$ cat config.mk
export PLATFORM = sky130hd
export DESIGN_NAME = cpu
export DESIGN_NICKNAME = d
export VERILOG_FILES = /design/src/source/isa_pkg.sv /design/src/source/pipe_pkg.sv /design/src/source/cpu.sv /design/src/source/hazard_unit.sv /design/src/source/decoder.sv /design/src/source/alu.sv /design/src/source/reg_file.sv /design/src/source/pipe_reg.sv
export SDC_FILE = /design/constraint.sdc
export NUM_CORES = 2
export LEC_CHECK = 0
export ABC_AREA = 1
export BUFFER_PORTS_ARGS = -buffer_cell sky130_fd_sc_hd__buf_2
export CAP_MARGIN = 20
export CELL_PAD_IN_SITES_DETAIL_PLACEMENT = 0
export CELL_PAD_IN_SITES_GLOBAL_PLACEMENT = 2
export CORE_MARGIN = 8
export CORE_UTILIZATION = 30
export DETAILED_ROUTE_END_ITERATION = 8
export PLACE_DENSITY = 0.66
export SYNTH_ARGS = -nofsm -noshare
export SYNTH_HDL_FRONTEND = slang
export SYNTH_SLANG_ARGS = --single-unit
$ cat constraint.sdc
create_clock -name clock -period 5.3 [get_ports clock]
set_input_delay 0 -clock clock [delete_from_list [all_inputs] [get_ports clock]]
set_output_delay 0 -clock clock [all_outputs]
set_load 0.05 [all_outputs]
$ cat src/source/isa_pkg.sv
`default_nettype none

package isa_pkg;

	// data path and register index widths
	localparam int xlen = 32;
	localparam int reg_addr_width = 5;

	// instruction field widths
	localparam int opcode_width = 7;
	localparam int funct3_width = 3;
	localparam int funct7_width = 7;

	// major opcodes of the supported subset
	localparam logic [opcode_width-1:0] op_rtype = 7'b0110011;
	localparam logic [opcode_width-1:0] op_itype = 7'b0010011;
	localparam logic [opcode_width-1:0] op_load = 7'b0000011;
	localparam logic [opcode_width-1:0] op_store = 7'b0100011;
	localparam logic [opcode_width-1:0] op_branch = 7'b1100011;
	localparam logic [opcode_width-1:0] op_jal = 7'b1101111;

	// funct3 selectors for r-type and addi
	localparam logic [funct3_width-1:0] f3_add_sub = 3'b000;
	localparam logic [funct3_width-1:0] f3_slt = 3'b010;
	localparam logic [funct3_width-1:0] f3_xor = 3'b100;
	localparam logic [funct3_width-1:0] f3_or = 3'b110;
	localparam logic [funct3_width-1:0] f3_and = 3'b111;

	// funct7 marks sub against add
	localparam logic [funct7_width-1:0] funct7_sub = 7'b0100000;

	// addi x0, x0, 0
	localparam logic [xlen-1:0] nop_instr = 32'h0000_0013;

	// fetch address after reset
	localparam logic [xlen-1:0] reset_pc = '0;

	// size of one instruction word in bytes
	localparam logic [xlen-1:0] instr_bytes = 32'd4;

endpackage

`default_nettype wire
$ cat src/source/pipe_pkg.sv
`default_nettype none

package pipe_pkg;

	// operations of the execute stage alu
	typedef enum logic [2:0] {
		alu_add,
		alu_sub,
		alu_and,
		alu_or,
		alu_xor,
		alu_slt,
		alu_pass_b
	} alu_op_t;

	// source of an execute operand
	typedef enum logic [1:0] {
		from_reg,
		from_mem,
		from_wb
	} fwd_sel_t;

	// fetch to decode
	typedef struct packed {
		logic [isa_pkg::xlen-1:0] pc;
		logic [isa_pkg::xlen-1:0] instr;
	} ifid_t;

	// decode to execute
	typedef struct packed {
		logic [isa_pkg::xlen-1:0] pc;
		logic [isa_pkg::xlen-1:0] rs1_data;
		logic [isa_pkg::xlen-1:0] rs2_data;
		logic [isa_pkg::xlen-1:0] imm;
		logic [isa_pkg::reg_addr_width-1:0] rs1;
		logic [isa_pkg::reg_addr_width-1:0] rs2;
		logic [isa_pkg::reg_addr_width-1:0] rd;
		alu_op_t alu_op;
		logic alu_src_imm;
		logic mem_read;
		logic mem_write;
		logic reg_write;
		logic is_branch;
		logic is_jal;
		logic valid;
	} idex_t;

	// execute to memory
	typedef struct packed {
		logic [isa_pkg::xlen-1:0] alu_result;
		logic [isa_pkg::xlen-1:0] store_data;
		logic [isa_pkg::reg_addr_width-1:0] rd;
		logic mem_read;
		logic mem_write;
		logic reg_write;
	} exmem_t;

	// memory to writeback
	typedef struct packed {
		logic [isa_pkg::xlen-1:0] wb_value;
		logic [isa_pkg::reg_addr_width-1:0] rd;
		logic reg_write;
	} memwb_t;

endpackage

`default_nettype wire

$ cat src/source/cpu.sv
`timescale 1ns/100ps
`default_nettype none

module cpu (
	input logic clock,
	input logic reset,
	output logic [isa_pkg::xlen-1:0] pc,
	input logic [isa_pkg::xlen-1:0] instr,
	output logic [isa_pkg::xlen-1:0] data_addr,
	output logic data_read,
	output logic data_write,
	output logic [isa_pkg::xlen-1:0] data_wdata,
	input logic [isa_pkg::xlen-1:0] data_rdata
);

	pipe_pkg::ifid_t ifid_d;
	pipe_pkg::ifid_t ifid_q;
	pipe_pkg::idex_t idex_d;
	pipe_pkg::idex_t idex_q;
	pipe_pkg::exmem_t exmem_d;
	pipe_pkg::exmem_t exmem_q;
	pipe_pkg::memwb_t memwb_d;
	pipe_pkg::memwb_t memwb_q;

	logic pc_enable;
	logic ifid_enable;
	logic ifid_bubble;
	logic idex_bubble;
	logic redirect;
	logic [isa_pkg::xlen-1:0] next_pc;

	logic [isa_pkg::xlen-1:0] id_instr;
	logic [isa_pkg::xlen-1:0] id_imm;
	logic [isa_pkg::xlen-1:0] rs1_data;
	logic [isa_pkg::xlen-1:0] rs2_data;
	pipe_pkg::alu_op_t id_alu_op;
	logic id_alu_src_imm;
	logic id_mem_read;
	logic id_mem_write;
	logic id_reg_write;
	logic id_is_branch;
	logic id_is_jal;

	pipe_pkg::fwd_sel_t fwd_a;
	pipe_pkg::fwd_sel_t fwd_b;
	logic [isa_pkg::xlen-1:0] ex_rs1_value;
	logic [isa_pkg::xlen-1:0] ex_rs2_value;
	logic [isa_pkg::xlen-1:0] alu_a;
	logic [isa_pkg::xlen-1:0] alu_b;
	logic [isa_pkg::xlen-1:0] alu_result;
	logic alu_equal;

	// operand bypass mux
	function automatic logic [isa_pkg::xlen-1:0] forward(
		input pipe_pkg::fwd_sel_t sel,
		input logic [isa_pkg::xlen-1:0] reg_value,
		input logic [isa_pkg::xlen-1:0] mem_value,
		input logic [isa_pkg::xlen-1:0] wb_value
	);
		case (sel)
			pipe_pkg::from_mem: return mem_value;
			pipe_pkg::from_wb: return wb_value;
			default: return reg_value;
		endcase
	endfunction

	// fetch, target comes from execute
	assign next_pc = redirect ? idex_q.pc + idex_q.imm : pc + isa_pkg::instr_bytes;

	always_ff @(posedge clock or negedge reset) begin
		if (!reset) begin
			pc <= isa_pkg::reset_pc;
		end else if (pc_enable) begin
			pc <= next_pc;
		end
	end

	assign ifid_d.pc = pc;
	assign ifid_d.instr = instr;

	pipe_reg #(.payload_t(pipe_pkg::ifid_t)) ifid_reg (
		.clock(clock),
		.reset(reset),
		.enable(ifid_enable),
		.bubble(ifid_bubble),
		.d(ifid_d),
		.q(ifid_q)
	);

	// decode, an empty ifid slot runs as a nop
	assign id_instr = (ifid_q.instr == '0) ? isa_pkg::nop_instr : ifid_q.instr;

	decoder decoder_inst (
		.instr(id_instr),
		.imm(id_imm),
		.alu_op(id_alu_op),
		.alu_src_imm(id_alu_src_imm),
		.mem_read(id_mem_read),
		.mem_write(id_mem_write),
		.reg_write(id_reg_write),
		.is_branch(id_is_branch),
		.is_jal(id_is_jal)
	);

	reg_file reg_file_inst (
		.clock(clock),
		.reset(reset),
		.read_addr_a(id_instr[19:15]),
		.read_addr_b(id_instr[24:20]),
		.read_data_a(rs1_data),
		.read_data_b(rs2_data),
		.write_addr(memwb_q.rd),
		.write_data(memwb_q.wb_value),
		.write_enable(memwb_q.reg_write)
	);

	always_comb begin
		idex_d.pc = ifid_q.pc;
		idex_d.rs1_data = rs1_data;
		idex_d.rs2_data = rs2_data;
		idex_d.imm = id_imm;
		idex_d.rs1 = id_instr[19:15];
		idex_d.rs2 = id_instr[24:20];
		idex_d.rd = id_instr[11:7];
		idex_d.alu_op = id_alu_op;
		idex_d.alu_src_imm = id_alu_src_imm;
		idex_d.mem_read = id_mem_read;
		idex_d.mem_write = id_mem_write;
		idex_d.reg_write = id_reg_write;
		idex_d.is_branch = id_is_branch;
		idex_d.is_jal = id_is_jal;
		idex_d.valid = (ifid_q.instr != '0);
	end

	hazard_unit hazard_unit_inst (
		.ex_mem_read(idex_q.mem_read),
		.ex_rd(idex_q.rd),
		.id_rs1(idex_d.rs1),
		.id_rs2(idex_d.rs2),
		.ex_rs1(idex_q.rs1),
		.ex_rs2(idex_q.rs2),
		.mem_rd(exmem_q.rd),
		.mem_reg_write(exmem_q.reg_write),
		.wb_rd(memwb_q.rd),
		.wb_reg_write(memwb_q.reg_write),
		.redirect(redirect),
		.fwd_a(fwd_a),
		.fwd_b(fwd_b),
		.pc_enable(pc_enable),
		.ifid_enable(ifid_enable),
		.ifid_bubble(ifid_bubble),
		.idex_bubble(idex_bubble)
	);

	pipe_reg #(.payload_t(pipe_pkg::idex_t)) idex_reg (
		.clock(clock),
		.reset(reset),
		.enable(1'b1),
		.bubble(idex_bubble),
		.d(idex_d),
		.q(idex_q)
	);

	// execute
	assign ex_rs1_value = forward(fwd_a, idex_q.rs1_data, exmem_q.alu_result, memwb_q.wb_value);
	assign ex_rs2_value = forward(fwd_b, idex_q.rs2_data, exmem_q.alu_result, memwb_q.wb_value);

	// jal computes its link as pc plus four
	always_comb begin
		if (idex_q.is_jal) begin
			alu_a = idex_q.pc;
			alu_b = isa_pkg::instr_bytes;
		end else begin
			alu_a = ex_rs1_value;
			alu_b = idex_q.alu_src_imm ? idex_q.imm : ex_rs2_value;
		end
	end

	alu alu_inst (
		.op(idex_q.alu_op),
		.a(alu_a),
		.b(alu_b),
		.result(alu_result),
		.equal(alu_equal)
	);

	assign redirect = idex_q.valid && (idex_q.is_jal || (idex_q.is_branch && alu_equal));

	assign exmem_d.alu_result = alu_result;
	assign exmem_d.store_data = ex_rs2_value;
	assign exmem_d.rd = idex_q.rd;
	assign exmem_d.mem_read = idex_q.mem_read;
	assign exmem_d.mem_write = idex_q.mem_write;
	assign exmem_d.reg_write = idex_q.reg_write;

	pipe_reg #(.payload_t(pipe_pkg::exmem_t)) exmem_reg (
		.clock(clock),
		.reset(reset),
		.enable(1'b1),
		.bubble(1'b0),
		.d(exmem_d),
		.q(exmem_q)
	);

	// memory stage drives the data port
	assign data_addr = exmem_q.alu_result;
	assign data_read = exmem_q.mem_read;
	assign data_write = exmem_q.mem_write;
	assign data_wdata = exmem_q.store_data;

	assign memwb_d.wb_value = exmem_q.mem_read ? data_rdata : exmem_q.alu_result;
	assign memwb_d.rd = exmem_q.rd;
	assign memwb_d.reg_write = exmem_q.reg_write;

	pipe_reg #(.payload_t(pipe_pkg::memwb_t)) memwb_reg (
		.clock(clock),
		.reset(reset),
		.enable(1'b1),
		.bubble(1'b0),
		.d(memwb_d),
		.q(memwb_q)
	);

endmodule

`default_nettype wire

$ cat src/source/hazard_unit.sv
`timescale 1ns/100ps
`default_nettype none

module hazard_unit (
	input logic ex_mem_read,
	input logic [isa_pkg::reg_addr_width-1:0] ex_rd,
	input logic [isa_pkg::reg_addr_width-1:0] id_rs1,
	input logic [isa_pkg::reg_addr_width-1:0] id_rs2,
	input logic [isa_pkg::reg_addr_width-1:0] ex_rs1,
	input logic [isa_pkg::reg_addr_width-1:0] ex_rs2,
	input logic [isa_pkg::reg_addr_width-1:0] mem_rd,
	input logic mem_reg_write,
	input logic [isa_pkg::reg_addr_width-1:0] wb_rd,
	input logic wb_reg_write,
	input logic redirect,
	output pipe_pkg::fwd_sel_t fwd_a,
	output pipe_pkg::fwd_sel_t fwd_b,
	output logic pc_enable,
	output logic ifid_enable,
	output logic ifid_bubble,
	output logic idex_bubble
);

	logic load_use;

	// memory stage is younger, so it wins over writeback
	function automatic pipe_pkg::fwd_sel_t select_source(
		input logic [isa_pkg::reg_addr_width-1:0] rs
	);
		if (mem_reg_write && mem_rd != '0 && mem_rd == rs) begin
			return pipe_pkg::from_mem;
		end
		if (wb_reg_write && wb_rd != '0 && wb_rd == rs) begin
			return pipe_pkg::from_wb;
		end
		return pipe_pkg::from_reg;
	endfunction

	always_comb begin
		fwd_a = select_source(ex_rs1);
	end

	always_comb begin
		fwd_b = select_source(ex_rs2);
	end

	// load result is not ready for the next instruction
	assign load_use = ex_mem_read && ex_rd != '0 && (ex_rd == id_rs1 || ex_rd == id_rs2);

	// flush beats stall
	assign pc_enable = redirect || !load_use;
	assign ifid_enable = redirect || !load_use;
	assign ifid_bubble = redirect;
	assign idex_bubble = redirect || load_use;

	// a held decode slot is never flushed and leaves a bubble behind it
	always_comb begin
		assert final (pc_enable || (idex_bubble && !ifid_bubble && !ifid_enable));
	end

endmodule

`default_nettype wire

$ cat src/source/decoder.sv
`timescale 1ns/100ps
`default_nettype none

module decoder (
	input logic [isa_pkg::xlen-1:0] instr,
	output logic [isa_pkg::xlen-1:0] imm,
	output pipe_pkg::alu_op_t alu_op,
	output logic alu_src_imm,
	output logic mem_read,
	output logic mem_write,
	output logic reg_write,
	output logic is_branch,
	output logic is_jal
);

	logic [isa_pkg::opcode_width-1:0] opcode;
	logic [isa_pkg::funct3_width-1:0] funct3;
	logic [isa_pkg::funct7_width-1:0] funct7;
	logic [isa_pkg::xlen-1:0] imm_i;
	logic [isa_pkg::xlen-1:0] imm_s;
	logic [isa_pkg::xlen-1:0] imm_b;
	logic [isa_pkg::xlen-1:0] imm_j;

	assign opcode = instr[6:0];
	assign funct3 = instr[14:12];
	assign funct7 = instr[31:25];

	// sign-extended immediates, b and j are halfword offsets
	assign imm_i = {{20{instr[31]}}, instr[31:20]};
	assign imm_s = {{20{instr[31]}}, instr[31:25], instr[11:7]};
	assign imm_b = {{19{instr[31]}}, instr[31], instr[7], instr[30:25], instr[11:8], 1'b0};
	assign imm_j = {{11{instr[31]}}, instr[31], instr[19:12], instr[20], instr[30:21], 1'b0};

	always_comb begin
		// unknown opcodes fall through as a nop
		imm = '0;
		alu_op = pipe_pkg::alu_pass_b;
		alu_src_imm = 1'b0;
		mem_read = 1'b0;
		mem_write = 1'b0;
		reg_write = 1'b0;
		is_branch = 1'b0;
		is_jal = 1'b0;
		case (opcode)
			isa_pkg::op_rtype: begin
				reg_write = 1'b1;
				case (funct3)
					isa_pkg::f3_add_sub: begin
						if (funct7 == isa_pkg::funct7_sub) begin
							alu_op = pipe_pkg::alu_sub;
						end else begin
							alu_op = pipe_pkg::alu_add;
						end
					end
					isa_pkg::f3_slt: alu_op = pipe_pkg::alu_slt;
					isa_pkg::f3_xor: alu_op = pipe_pkg::alu_xor;
					isa_pkg::f3_or: alu_op = pipe_pkg::alu_or;
					isa_pkg::f3_and: alu_op = pipe_pkg::alu_and;
					default: reg_write = 1'b0;
				endcase
			end
			isa_pkg::op_itype: begin
				// addi only
				if (funct3 == isa_pkg::f3_add_sub) begin
					alu_op = pipe_pkg::alu_add;
					alu_src_imm = 1'b1;
					imm = imm_i;
					reg_write = 1'b1;
				end
			end
			isa_pkg::op_load: begin
				alu_op = pipe_pkg::alu_add;
				alu_src_imm = 1'b1;
				imm = imm_i;
				mem_read = 1'b1;
				reg_write = 1'b1;
			end
			isa_pkg::op_store: begin
				alu_op = pipe_pkg::alu_add;
				alu_src_imm = 1'b1;
				imm = imm_s;
				mem_write = 1'b1;
			end
			isa_pkg::op_branch: begin
				alu_op = pipe_pkg::alu_sub;
				imm = imm_b;
				is_branch = 1'b1;
			end
			isa_pkg::op_jal: begin
				// link value is pc plus four out of the alu
				alu_op = pipe_pkg::alu_add;
				imm = imm_j;
				is_jal = 1'b1;
				reg_write = 1'b1;
			end
			default: begin
			end
		endcase
	end

endmodule

`default_nettype wire

$ cat src/source/alu.sv
`timescale 1ns/100ps
`default_nettype none

module alu (
	input pipe_pkg::alu_op_t op,
	input logic [isa_pkg::xlen-1:0] a,
	input logic [isa_pkg::xlen-1:0] b,
	output logic [isa_pkg::xlen-1:0] result,
	output logic equal
);

	logic less;

	// signed compare for slt
	assign less = $signed(a) < $signed(b);

	always_comb begin
		case (op)
			pipe_pkg::alu_add: begin
				result = a + b;
			end
			pipe_pkg::alu_sub: begin
				result = a - b;
			end
			pipe_pkg::alu_and: begin
				result = a & b;
			end
			pipe_pkg::alu_or: begin
				result = a | b;
			end
			pipe_pkg::alu_xor: begin
				result = a ^ b;
			end
			pipe_pkg::alu_slt: begin
				result = {{(isa_pkg::xlen-1){1'b0}}, less};
			end
			pipe_pkg::alu_pass_b: begin
				result = b;
			end
			default: begin
				result = '0;
			end
		endcase
	end

	// beq decision
	assign equal = (a == b);

endmodule

`default_nettype wire

$ cat src/source/reg_file.sv
`timescale 1ns/100ps
`default_nettype none

module reg_file (
	input logic clock,
	input logic reset,
	input logic [4:0] read_addr_a,
	input logic [4:0] read_addr_b,
	output logic [31:0] read_data_a,
	output logic [31:0] read_data_b,
	input logic [4:0] write_addr,
	input logic [31:0] write_data,
	input logic write_enable
);

	logic [31:0] regs [32];

	// x0 is never stored
	always_ff @(posedge clock) begin
		if (write_enable && write_addr != 5'd0) begin
			regs[write_addr] <= write_data;
		end
	end

	// write-through so decode sees the value written back this cycle
	function automatic logic [31:0] read_port(input logic [4:0] addr);
		if (addr == 5'd0) begin
			return '0;
		end
		if (write_enable && write_addr == addr) begin
			return write_data;
		end
		return regs[addr];
	endfunction

	always_comb begin
		read_data_a = read_port(read_addr_a);
	end

	always_comb begin
		read_data_b = read_port(read_addr_b);
	end

	assert property (@(posedge clock) disable iff (!reset)
		(read_addr_a != 5'd0 || read_data_a == '0) &&
		(read_addr_b != 5'd0 || read_data_b == '0));

endmodule

`default_nettype wire

$ cat src/source/pipe_reg.sv
`timescale 1ns/100ps
`default_nettype none

module pipe_reg #(
	parameter type payload_t = pipe_pkg::ifid_t
) (
	input logic clock,
	input logic reset,
	input logic enable,
	input logic bubble,
	input payload_t d,
	output payload_t q
);

	// all-zero payload is an invalid slot with every write off
	always_ff @(posedge clock or negedge reset) begin
		if (!reset) begin
			q <= '0;
		end else if (bubble) begin
			q <= '0;
		end else if (enable) begin
			q <= d;
		end
	end

	// a held stage keeps its payload into the next cycle
	assert property (@(posedge clock) disable iff (!reset)
		(!enable && !bubble) |=> $stable(q));

endmodule

`default_nettype wire

==> flow_metrics.env <==
export IMPL_ys_seq_elements=1372
export IMPL_cp_max_fo=46
export IMPL_routed_via_density=5.28
export IMPL_synthAdderAreaFrac=0.0218
export IMPL_ys_warn_count=0
export IMPL_insertion_delay_ps=850
export IMPL_ys_async_sr_fraction=0.254
export IMPL_hold_viol_final=0
export IMPL_die_area_um2=271000
export IMPL_netlist_area_um2=76300
export IMPL_synth_top_area_cell="edfxtp_1"
export IMPL_p_per_area_nw_per_um2=355
export IMPL_static_leakage_power_uw=0.0360
export IMPL_h_tree_depth=4
export IMPL_worstMarginPinSlew_ps=1190
export IMPL_drcViolationCount=0
export IMPL_synth_mux_area_frac=0
export IMPL_status="completed"
export IMPL_finalCritPeriodShare=0.955
export IMPL_finalSetupViolCount=0
export IMPL_synthSimpleGateAreaFrac=0.226
export IMPL_drive_gt1_frac=0.0830
export IMPL_fin_nets=9488
export IMPL_grt_max_degree=156
export IMPL_die_h_um=520
export IMPL_cts_tree="yes"
export IMPL_path_class="reg2reg"
export IMPL_critPathCaptureType="flip-flop"
export IMPL_core_um2=254000
export IMPL_peakVddDrop_uv=354
export IMPL_cts_sinks=1372
export IMPL_ios=164
export IMPL_fin_util=0.345
export IMPL_grt_pass1_wl_um=489000
export IMPL_dr_pass1_iters=6
export IMPL_startpoint_type="flip-flop"
export IMPL_drtIter0Drc=7634
export IMPL_cts_root_buf="clkbuf_16"
export IMPL_synth_main_ff_cell="edfxtp_1"
export IMPL_gr_total_overflow=0
export IMPL_final_max_slew_viol_count=0
export IMPL_ys_seq_area_frac=0.517
export IMPL_antenna_left=0
export IMPL_gp_congestion=0.941
export IMPL_synthDominantCellAreaShare=0.403
export IMPL_track_usage=0.248
export IMPL_avgRoutedWirePerCell_um=27.3
export IMPL_grt_setup_unrepaired="true"
export IMPL_synth_top_family_by_area="simple AND/OR/NAND/NOR gates"
export IMPL_dieWidth_um=520
export IMPL_syn_avg_cell_area_um2=8.27
export IMPL_wirelength_um=350000
export IMPL_pre_cts_slack_ps=-84.5
export IMPL_slew_headroom=0.206
export IMPL_synth_edf_count=1024
export IMPL_synthXorXnorAreaFrac=0.00688
export IMPL_syn_inst=9231
export IMPL_maxCapViolCount=0
export IMPL_via_count=67700
export IMPL_antenna_found_initial=24
export IMPL_fillers=26500
export IMPL_path_clk_slew_ps=60
export IMPL_cts_buffers=168
export IMPL_synth_distinct_cells=58
export IMPL_port_buffers=163
export IMPL_crit_arrival_ps=5750
export IMPL_initial_core_util=0.301
export IMPL_grt_pass1_vias=64100
export IMPL_fin_skew_ps=45.7
export IMPL_fin_tns_setup_ps=0
export IMPL_dp_hpwl_um=232000
export IMPL_fmax_mhz=197
export IMPL_synth_compound_area_share=0.143
export IMPL_max_clock_path_buffers=3
export IMPL_hp_class="in2reg"
export IMPL_syn2layout_area_growth_pct=14.6
export IMPL_required_ps=5990
export IMPL_row_count=185
export IMPL_layout_min_cycle_time_ps=5060
export IMPL_yosys_top_cells_area="edfxtp_1, nand2_1, dfrtp_1"
export IMPL_worst_slack_ps=237
report_power, final:
part	switching [uW]	total (uW)	internal, uW
clock	4970	12000	6990
combinational	4820	6270	1450
sequential	442	12800	12400
total	10200	31000	20800
cell type report:
class | instances | area (um2) | share of cell area
Antenna cell | 7 | 17.5 | 0.000200
Clock buffer | 215 | 4550 | 0.0520
Clock inverter | 100 | 1110 | 0.0127
Inverter | 911 | 3490 | 0.0399
Multi-Input combinational cell | 6349 | 30800 | 0.352
Sequential cell | 1372 | 39500 | 0.451
Tap cell | 3366 | 4210 | 0.0481
Timing Repair Buffer | 489 | 3870 | 0.0442
sequential cells by signal, summed over array words and instances (netlist names):
| register | count |
|---|---|
| reg_file_inst.regs | 1024 |
| idex_reg.q | 142 |
| exmem_reg.q | 72 |
| ifid_reg.q | 64 |
| memwb_reg.q | 38 |
| pc | 32 |
through the flow:
stage / hold slack (ps) / std cells / total power, uW / cell area (um2)
detailed placement: 111 / 12400 / 19100 / 80700
global placement: 102 / 12400 / 19100 / 80700
floorplan: -296 / 9262 / 16400 / 76500
finish: 75.3 / 12800 / 31000 / 87500
CTS: 4.32 / 12800 / 31200 / 87500
global route: 46.5 / 12800 / 32100 / 87500
Yosys cell counts, types with 91 or more instances:
| cell type | number |
|---|---|
| a211oi_1 | 95 |
| a21oi_1 | 258 |
| buf_2 | 223 |
| buf_4 | 91 |
| clkbuf_1 | 280 |
| dfrtp_1 | 348 |
| edfxtp_1 | 1024 |
| ha_1 | 128 |
| inv_1 | 893 |
| nand2_1 | 2387 |
| nand3_1 | 693 |
| nor2_1 | 889 |
| o211ai_1 | 203 |
| o21ai_0 | 1165 |
what timing repair did:
item | CTS | global route
endpoints found under the setup margin | 13 | 222
hold buffers | 110 | 0
gates cloned | 1 | 0
setup buffers | 0 | 0
endpoints found under the hold margin | 302 | 0
pin swaps | 1 | 0
resized for setup | 1 | 6
critical path: stages (launching register included):
cell and delay [ps]:
dfrtp_1 430, nor2_1 100, nand3_1 80, nand2_1 70, nor3_1 230, nand2_1 150
buf_4 180, o21ai_0 490, nand3b_1 180, o21ai_0 250, ha_1 420, nand2_1 110
nor2_1 270, nand2_1 160, nor2_2 210, nand2_1 170, nand2_2 110, nand2_4 280
nand2_8 280, inv_4 230, nand2_2 160, buf_12 230, nor3_2 80
cells in the final DEF, fill, tap and decap left out, types with 42 or more instances in the layout:
master	count
nand3_1	693
nand4_1	87
nor2_1	855
clkbuf_16	171
ha_1	127
nor3_1	50
o21ai_0	1165
o211ai_1	203
dlygate4sd3_1	109
o22ai_1	60
a21oi_1	258
xor2_1	42
inv_1	891
o21ai_1	68
nand2_1	2387
buf_2	162
buf_4	191
dfrtp_1	337
edfxtp_1	1024
a211oi_1	95
kinds of logic after synthesis:
group	Yosys count
AO/OA/AOI/OAI	1940
buffers and inverters	1542
other	1
flip-flops	1372
AND/OR/NAND/NOR	4185
adder cells (fa/ha/maj)	131
XOR/XNOR	60
final timing paths:
check | from | end | slack (ps) | depth (start not counted)
setup / recovery | exmem_reg.q[3] | idex_reg.q[105] | 240 | 22
hold / removal | instr[22] | ifid_reg.q[22] | 80 | 4
setup reg to reg | exmem_reg.q[3] | idex_reg.q[105] | 240 | 22
hold reg to reg | idex_reg.q[3] | exmem_reg.q[0] | 350 | 0
max in group asynchronous | reset | ifid_reg.q[24] | 4080 | 4
min in group asynchronous | reset | exmem_reg.q[41] | 390 | 4
routing by layer:
layer / wire, um / GRT usage / vias up
li1: - / - / 31100
met1: 162000 / 0.364 / 33400
met2: 151000 / 0.377 / 2715
met3: 26000 / 0.0383 / 464
met4: 10400 / 0.0706 / 6
met5: 36 / 0 / -
Power figures use the tool's default switching activity.
